`src/rtl/adc_pkg.sv`:
```
// lane and sample sizes for a four-channel 12-bit converter; chan_t assumes exactly four lanes
package adc_pkg;

    // converter geometry
    localparam int NUM_CHANNELS = 4;
    localparam int SAMPLE_BITS  = 12;

    // per-channel buffering, must be a power of two
    localparam int FIFO_DEPTH = 4;

    // one converted sample
    typedef logic [SAMPLE_BITS-1:0] sample_t;

    // channel index, wraps naturally over four lanes
    typedef logic [1:0] chan_t;

    // bit position inside a frame, counts up to SAMPLE_BITS
    typedef logic [3:0] bit_cnt_t;

    // one bit per lane
    typedef logic [NUM_CHANNELS-1:0] chan_mask_t;

    // sample on the merged output stream, tagged with its lane
    typedef struct packed {
        chan_t   chan;
        sample_t data;
    } out_sample_t;

endpackage

```
`src/rtl/csr_pkg.sv`:
```
// register map for the readout block; word addresses only, no byte enables on the request bus
package csr_pkg;

    typedef logic [1:0]  csr_addr_t;
    typedef logic [31:0] csr_data_t;

    // delivered-sample counter, wraps silently
    typedef logic [31:0] count_t;

    // word addresses
    localparam csr_addr_t ADDR_CTRL   = 2'd0;
    localparam csr_addr_t ADDR_STATUS = 2'd1;
    localparam csr_addr_t ADDR_COUNT  = 2'd2;

    // one request beat on the valid/ready bus
    typedef struct packed {
        logic      write;
        csr_addr_t addr;
        csr_data_t wdata;
    } csr_req_t;

endpackage

```
`src/rtl/adc_csr.sv`:
```
// single-beat register bus, one response per request a cycle later; unmapped reads return 0
`timescale 1ns/1ps

module adc_csr (
    input  logic                clk,
    input  logic                rstn,
    input  logic                req_valid,
    input  csr_pkg::csr_req_t   req,
    output logic                req_ready,
    output logic                rsp_valid,
    output csr_pkg::csr_data_t  rsp_data,
    input  adc_pkg::chan_mask_t overflow,
    input  logic                sample_done,
    output adc_pkg::chan_mask_t enable,
    output logic                adc_clk_en
);

    adc_pkg::chan_mask_t ctrl_next;
    adc_pkg::chan_mask_t status;
    adc_pkg::chan_mask_t status_clr;
    csr_pkg::count_t     count;
    csr_pkg::csr_data_t  rd_data;
    logic                accept;
    logic                wr_ctrl;
    logic                wr_status;

    assign accept    = req_valid && req_ready;
    assign wr_ctrl   = accept && req.write && (req.addr == csr_pkg::ADDR_CTRL);
    assign wr_status = accept && req.write && (req.addr == csr_pkg::ADDR_STATUS);

    // enable mask lives in CTRL bits 3..0
    assign ctrl_next  = wr_ctrl ? req.wdata[adc_pkg::NUM_CHANNELS-1:0] : enable;
    assign status_clr = wr_status ? req.wdata[adc_pkg::NUM_CHANNELS-1:0] : '0;

    always_comb begin
        case (req.addr)
            csr_pkg::ADDR_CTRL:   rd_data = csr_pkg::csr_data_t'(enable);
            csr_pkg::ADDR_STATUS: rd_data = csr_pkg::csr_data_t'(status);
            csr_pkg::ADDR_COUNT:  rd_data = count;
            default:              rd_data = '0;
        endcase
    end

    always_ff @(posedge clk) begin
        if (!rstn) begin
            req_ready  <= 1'b0;
            rsp_valid  <= 1'b0;
            enable     <= '0;
            adc_clk_en <= 1'b0;
            status     <= '0;
            count      <= '0;
        end else begin
            req_ready  <= 1'b1;
            rsp_valid  <= accept;
            enable     <= ctrl_next;
            // converter clock runs while any lane is enabled
            adc_clk_en <= |ctrl_next;
            // a new overflow beats a simultaneous clear
            status     <= (status & ~status_clr) | overflow;
            if (sample_done) begin
                count <= count + 1'b1;
            end
        end
    end

    // writes answer with zero data
    always_ff @(posedge clk) begin
        rsp_data <= (accept && !req.write) ? rd_data : '0;
    end

endmodule

```
`src/rtl/adc_readout_top.sv`:
```
// single clock domain, lanes already single-ended and sampled on clk; no SPI configuration port
`timescale 1ns/1ps

module adc_readout_top (
    input  logic                 clk,
    input  logic                 rstn,
    input  adc_pkg::chan_mask_t  din,
    input  adc_pkg::chan_mask_t  fco,
    output logic                 out_valid,
    output adc_pkg::out_sample_t out_data,
    input  logic                 out_ready,
    input  logic                 req_valid,
    input  csr_pkg::csr_req_t    req,
    output logic                 req_ready,
    output logic                 rsp_valid,
    output csr_pkg::csr_data_t   rsp_data,
    output logic                 adc_clk_en
);

    adc_pkg::chan_mask_t                            enable;
    adc_pkg::chan_mask_t                            sample_valid;
    adc_pkg::sample_t [adc_pkg::NUM_CHANNELS-1:0]   sample;
    adc_pkg::chan_mask_t                            overflow;
    adc_pkg::chan_mask_t                            head_valid;
    adc_pkg::sample_t [adc_pkg::NUM_CHANNELS-1:0]   head_data;
    adc_pkg::chan_mask_t                            pop_ready;
    logic                                           sample_done;

    // one deserializer and one FIFO per lane
    for (genvar ch = 0; ch < adc_pkg::NUM_CHANNELS; ch++) begin : g_lane
        lane_deserializer u_deser (
            .clk          (clk),
            .rstn         (rstn),
            .din          (din[ch]),
            .fco          (fco[ch]),
            .enable       (enable[ch]),
            .sample_valid (sample_valid[ch]),
            .sample       (sample[ch])
        );

        sample_fifo u_fifo (
            .clk        (clk),
            .rstn       (rstn),
            .push       (sample_valid[ch]),
            .push_data  (sample[ch]),
            .pop_ready  (pop_ready[ch]),
            .head_valid (head_valid[ch]),
            .head_data  (head_data[ch]),
            .overflow   (overflow[ch])
        );
    end

    sample_arbiter u_arbiter (
        .clk         (clk),
        .rstn        (rstn),
        .head_valid  (head_valid),
        .head_data   (head_data),
        .pop_ready   (pop_ready),
        .out_valid   (out_valid),
        .out_data    (out_data),
        .out_ready   (out_ready),
        .sample_done (sample_done)
    );

    adc_csr u_csr (
        .clk         (clk),
        .rstn        (rstn),
        .req_valid   (req_valid),
        .req         (req),
        .req_ready   (req_ready),
        .rsp_valid   (rsp_valid),
        .rsp_data    (rsp_data),
        .overflow    (overflow),
        .sample_done (sample_done),
        .enable      (enable),
        .adc_clk_en  (adc_clk_en)
    );

endmodule

```
`src/rtl/lane_deserializer.sv`:
```
// lane bits arrive MSB first, already sampled on clk; fco marks the MSB and a frame needs 12 bits
`timescale 1ns/1ps

module lane_deserializer (
    input  logic             clk,
    input  logic             rstn,
    input  logic             din,
    input  logic             fco,
    input  logic             enable,
    output logic             sample_valid,
    output adc_pkg::sample_t sample
);

    // bits collected so far, zero while idle
    adc_pkg::bit_cnt_t                   bit_cnt;
    logic [adc_pkg::SAMPLE_BITS-2:0]     shift_reg;
    logic                                frame_en;
    logic                                last_bit;

    // the 12th bit of the frame is on din this cycle
    assign last_bit = !fco
        && (bit_cnt == adc_pkg::bit_cnt_t'(adc_pkg::SAMPLE_BITS - 1));

    always_ff @(posedge clk) begin
        if (!rstn) begin
            bit_cnt      <= '0;
            frame_en     <= 1'b0;
            sample_valid <= 1'b0;
        end else begin
            sample_valid <= 1'b0;
            if (fco) begin
                // new frame, an unfinished one is thrown away
                bit_cnt  <= adc_pkg::bit_cnt_t'(1);
                frame_en <= enable;
            end else if (last_bit) begin
                bit_cnt      <= '0;
                sample_valid <= frame_en;
            end else if (bit_cnt != '0) begin
                bit_cnt <= bit_cnt + adc_pkg::bit_cnt_t'(1);
            end
        end
    end

    // data path runs every cycle
    always_ff @(posedge clk) begin
        shift_reg <= {shift_reg[adc_pkg::SAMPLE_BITS-3:0], din};
        if (last_bit) begin
            sample <= {shift_reg, din};
        end
    end

endmodule

```
`src/rtl/sample_arbiter.sv`:
```
// round-robin over four lanes into one registered output; no lane priority beyond the rotation
`timescale 1ns/1ps

module sample_arbiter (
    input  logic                                            clk,
    input  logic                                            rstn,
    input  adc_pkg::chan_mask_t                             head_valid,
    input  adc_pkg::sample_t [adc_pkg::NUM_CHANNELS-1:0]    head_data,
    output adc_pkg::chan_mask_t                             pop_ready,
    output logic                                            out_valid,
    output adc_pkg::out_sample_t                            out_data,
    input  logic                                            out_ready,
    output logic                                            sample_done
);

    adc_pkg::chan_t last_grant;
    adc_pkg::chan_t grant;
    logic           grant_found;
    logic           load_en;

    // output register is free or emptying this cycle
    assign load_en     = !out_valid || out_ready;
    assign sample_done = out_valid && out_ready;

    // search starts one past the last lane served
    always_comb begin
        adc_pkg::chan_t cand;
        grant       = last_grant;
        grant_found = 1'b0;
        for (int i = 1; i <= adc_pkg::NUM_CHANNELS; i++) begin
            cand = last_grant + adc_pkg::chan_t'(i);
            if (!grant_found && head_valid[cand]) begin
                grant       = cand;
                grant_found = 1'b1;
            end
        end
    end

    always_comb begin
        pop_ready = '0;
        if (load_en && grant_found) begin
            pop_ready[grant] = 1'b1;
        end
    end

    always_ff @(posedge clk) begin
        if (!rstn) begin
            out_valid  <= 1'b0;
            // so lane 0 is served first
            last_grant <= adc_pkg::chan_t'(adc_pkg::NUM_CHANNELS - 1);
        end else if (load_en) begin
            out_valid <= grant_found;
            if (grant_found) begin
                last_grant <= grant;
            end
        end
    end

    always_ff @(posedge clk) begin
        if (load_en && grant_found) begin
            out_data.chan <= grant;
            out_data.data <= head_data[grant];
        end
    end

endmodule

```
`src/rtl/sample_fifo.sv`:
```
// FIFO_DEPTH must be a power of two; a push into a full buffer is lost even if a pop is pending
`timescale 1ns/1ps

module sample_fifo (
    input  logic             clk,
    input  logic             rstn,
    input  logic             push,
    input  adc_pkg::sample_t push_data,
    input  logic             pop_ready,
    output logic             head_valid,
    output adc_pkg::sample_t head_data,
    output logic             overflow
);

    adc_pkg::sample_t                           mem [adc_pkg::FIFO_DEPTH];
    logic [$clog2(adc_pkg::FIFO_DEPTH)-1:0]     wr_ptr;
    logic [$clog2(adc_pkg::FIFO_DEPTH)-1:0]     rd_ptr;
    logic [$clog2(adc_pkg::FIFO_DEPTH+1)-1:0]   fill;
    logic                                       full;
    logic                                       do_push;
    logic                                       do_pop;

    assign full       = (fill == adc_pkg::FIFO_DEPTH);
    assign head_valid = (fill != '0);
    assign head_data  = mem[rd_ptr];
    assign do_push    = push && !full;
    assign do_pop     = head_valid && pop_ready;

    always_ff @(posedge clk) begin
        if (!rstn) begin
            wr_ptr   <= '0;
            rd_ptr   <= '0;
            fill     <= '0;
            overflow <= 1'b0;
        end else begin
            overflow <= push && full;
            if (do_push) begin
                wr_ptr <= wr_ptr + 1'b1;
            end
            if (do_pop) begin
                rd_ptr <= rd_ptr + 1'b1;
            end
            // fill only moves when exactly one side is active
            if (do_push && !do_pop) begin
                fill <= fill + 1'b1;
            end else if (do_pop && !do_push) begin
                fill <= fill - 1'b1;
            end
        end
    end

    always_ff @(posedge clk) begin
        if (do_push) begin
            mem[wr_ptr] <= push_data;
        end
    end

endmodule

```
`config.mk`:
```
export PLATFORM = sky130hd
export DESIGN_NAME = adc_readout_top
export DESIGN_NICKNAME = d
export VERILOG_FILES = /design/src/rtl/adc_pkg.sv /design/src/rtl/csr_pkg.sv /design/src/rtl/adc_csr.sv /design/src/rtl/adc_readout_top.sv /design/src/rtl/lane_deserializer.sv /design/src/rtl/sample_arbiter.sv /design/src/rtl/sample_fifo.sv
export SDC_FILE = /design/constraint.sdc
export NUM_CORES = 1
export LEC_CHECK = 0
export BUFFER_PORTS_ARGS = -buffer_cell sky130_fd_sc_hd__buf_2
export CORE_MARGIN = 1.5
export CORE_UTILIZATION = 54
export CTS_CLUSTER_DIAMETER = 60
export DETAILED_ROUTE_END_ITERATION = 16
export PLACE_DENSITY = 0.75
export SLEW_MARGIN = 0
export SYNTH_ARGS = -nofsm -noshare
export SYNTH_HDL_FRONTEND = slang
export SYNTH_SLANG_ARGS = --single-unit
```
`constraint.sdc`:
```
create_clock -name clk -period 2.7 [get_ports clk]
set_input_delay 0.54 -clock clk [delete_from_list [all_inputs] [get_ports clk]]
set_output_delay 0.54 -clock clk [all_outputs]
set_load 0.02 [all_outputs]
```
==> metrics.txt <==
crit path time final 2.578 ns; Worst-path clk slew 0.06 ns; CORE AREA 29640 um^2; DR DRC count 0; routed wl met3 1596 um; first-pass GRT wire length roughly 46000 um; clk root buf clkbuf_16; achievable frequency 387.9 MHz; max FFs per register 192; I/O Pins 97; maxcap violations 0; Gate Count Post-Synth 1088; CTS max path bufs 3; layout cells sized above 1 approximately 20%; total chip power 13100 uW; Avg Synthesized Cell Area 14.95 um^2; TritonCTS Buffers 43; DIE AREA between 30000 and 40000 um^2; met2 WL post-DR approximately 14000 um; internal power 10530 uW; FP Rows 63; Final nets ~1300; Fin. Hold Viols 0; Critical Path Fanout Max 7; total track usage 18.90%; Synth Warn # 0; Yosys cell types 59; Starting Density 54.88%; Final Core Density ~63%; leading cell types in the layout, fill and taps excluded edfxtp_1 (254), dfxtp_1 (185), and2_1 (84), buf_2 (68), nand2_1 (62); Mapped Area 16260 um^2; Die Width 176.6 um; WL final 28600 um; FILL cells 2166; Max VDD drop 489.0 uV; Vias/cell around 5.4; GRT overflow 0; outcome complete, no violations; sequential power share 54.2%; EDFF count, synth 254; Slew Viols, Final 0; combinational power share under 10%; Syn-to-layout area delta 14.96%; setup violators final 0; clock network fraction of total power 44.8%; static leakage 0.006598 uW; Max Used Layer met5; RSZ-0062 raised after global routing true; Worst Setup End Kind register; largest net degree at the start of global routing 76; sequential element share of the synthesized area between 60 and 70%; drt first pass iters 5; worst slew pin tran roughly 0.77 ns; chip height between 150 and 200 um; HP Class input pin to register; final cycle utilization of the critical path 95.49%; DR vias 8780; Metal-1 WL ~12000 um; Skew-Pair Late Insertion Delay 0.54 ns; switching power of the nets 2570 uW; Primary FF master, synth edfxtp_1; number of synthesized register bits 440; Post-synth ARST share 0%; Crit Path Category register to register; # clock sinks 440; vias in the first global route 8847; most common cell after layout, fill and taps aside edfxtp_1; initial antenna violation count 1; H-tree levels 2; power density over the cells 700.4 nW/um^2; ANT nets after route 0; Port Buf Inserts 68; Hold Buf Count CTS 0; Relative slew margins 48.88%; post-synthesis net count approximately 1200; HPWL Detailed 18220 um; initial drt markers 540; DR WL/cell 17.57 um; worst reg-to-reg setup slack 0.12 ns; RePlAce Congestion 0.8062; antenna cells 0; Worst EP arrival 3.05 ns; CP Data Required Time 3.17 ns; sw frac between 10% and 20%; Startpoint Class register; final clock skew between 0.015 and 0.02 ns; CTS tree yes
logic make-up (layout without fill, tap and decap cells):
group / Yosys count / after routing / share of synthesized area (%)
AOI/OAI and AO/OA: 103 / 103 / 4.100
muxes: 70 / 70 / 8.001
buffers and inverters: 70 / 220 / 1.754
DFF: 440 / 440 / 69.79
and+or+nand+nor: 325 / 325 / 11.09
adders and majority gates: 35 / 35 / 2.846
xor gates and xnor gates: 45 / 45 / 2.423
timing repair:
item,4_1_cts,5_1_grt
pin swaps,1,7
setup buffers,0,4
resized for setup,2,16
setup endpoints to repair,1,7
synthesized netlist by cell type (all sizes together) (10+ instances only):
cell / count / share of area, %
nand4: 10 / 0.38
and2: 85 / 3.3
a21boi: 20 / 0.92
nand3b: 11 / 0.51
edfxtp: 254 / 47
dfxtp: 186 / 23
xor2: 14 / 0.75
nor2: 55 / 1.3
buf: 12 / 0.41
or3: 18 / 0.72
ha: 29 / 2.2
inv: 35 / 0.81
nand3: 17 / 0.60
a21oi: 32 / 0.98
nand2: 63 / 1.5
mux4: 48 / 6.6
o21ai: 20 / 0.62
a32oi: 12 / 0.65
mux2i: 22 / 1.4
nor2b: 28 / 1.1
clkbuf: 23 / 0.54
xnor2: 31 / 1.7
final cells by class:
class	count	area, um^2	share of cell area (%)
repair buffers	105	643.1	3.440
flip-flops and latches	440	11350	60.71
multi-input cells	578	4681	25.03
inverters	35	133.9	0.7160
well taps	390	488.0	2.610
clock inverters	23	220.2	1.178
clock buffers	57	1180	6.310
path summary, 6_finish.rpt:
kind                                        from                              to  cells after the start
setup / recovery        g_lane[3].u_fifo.fill[2]        g_lane[3].u_fifo.fill[2]                     10
hold / removal                            din[1]  g_lane[1].u_deser.shift_reg[0]                      1
setup reg to reg        g_lane[3].u_fifo.fill[2]        g_lane[3].u_fifo.fill[2]                     10
hold reg to reg   g_lane[3].u_deser.shift_reg[8]  g_lane[3].u_deser.shift_reg[9]                      0
worst max-delay path: stages, from the launching register on:
cell,delay (ns)
dfxtp_2,0.35
or4_1,0.52
o32ai_2,0.14
nor2_1,0.10
nand4_1,0.14
ha_2,0.20
inv_1,0.05
fa_1,0.38
xor2_1,0.19
or3_1,0.31
a21boi_1,0.13
power by group through the flow:
stage | Combinational [uW] | Clock [uW] | Sequential (uW)
2_1_floorplan | 86.5 | 0 | 7240
3_3_place_gp | 126 | 0 | 7240
3_5_place_dp | 129 | 0 | 7250
4_1_cts | 130 | 5970 | 7100
5_1_grt | 147 | 6230 | 7100
6_report | 130 | 5870 | 7100
per-layer routing:
metal | vias to the layer above | GRT usage, %
met5 | - | 0
met2 | 231 | 30.80
met3 | 57 | 3.854
li1 | 4190 | -
met1 | 4300 | 25.54
met4 | 2 | 6.144
stage by stage:
stage | setup slack [ns] | instances | area (um^2) | setup TNS [ns] | hold WS, ns
6_report | 0.1218 | 1628 | 18700 | 0 | 0.1173
5_1_grt | -0.02736 | 1628 | 18700 | -0.03513 | 0.09638
4_1_cts | 0.003043 | 1624 | 18620 | 0 | 0.09471
3_5_place_dp | -0.01238 | 1544 | 17220 | -0.01238 | 0.3338
3_3_place_gp | 0.05047 | 1544 | 17220 | 0 | 0.3281
2_1_floorplan | 0.04908 | 1088 | 16270 | 0 | 0.3265
No activity file was read; power rests on OpenSTA's default activity.
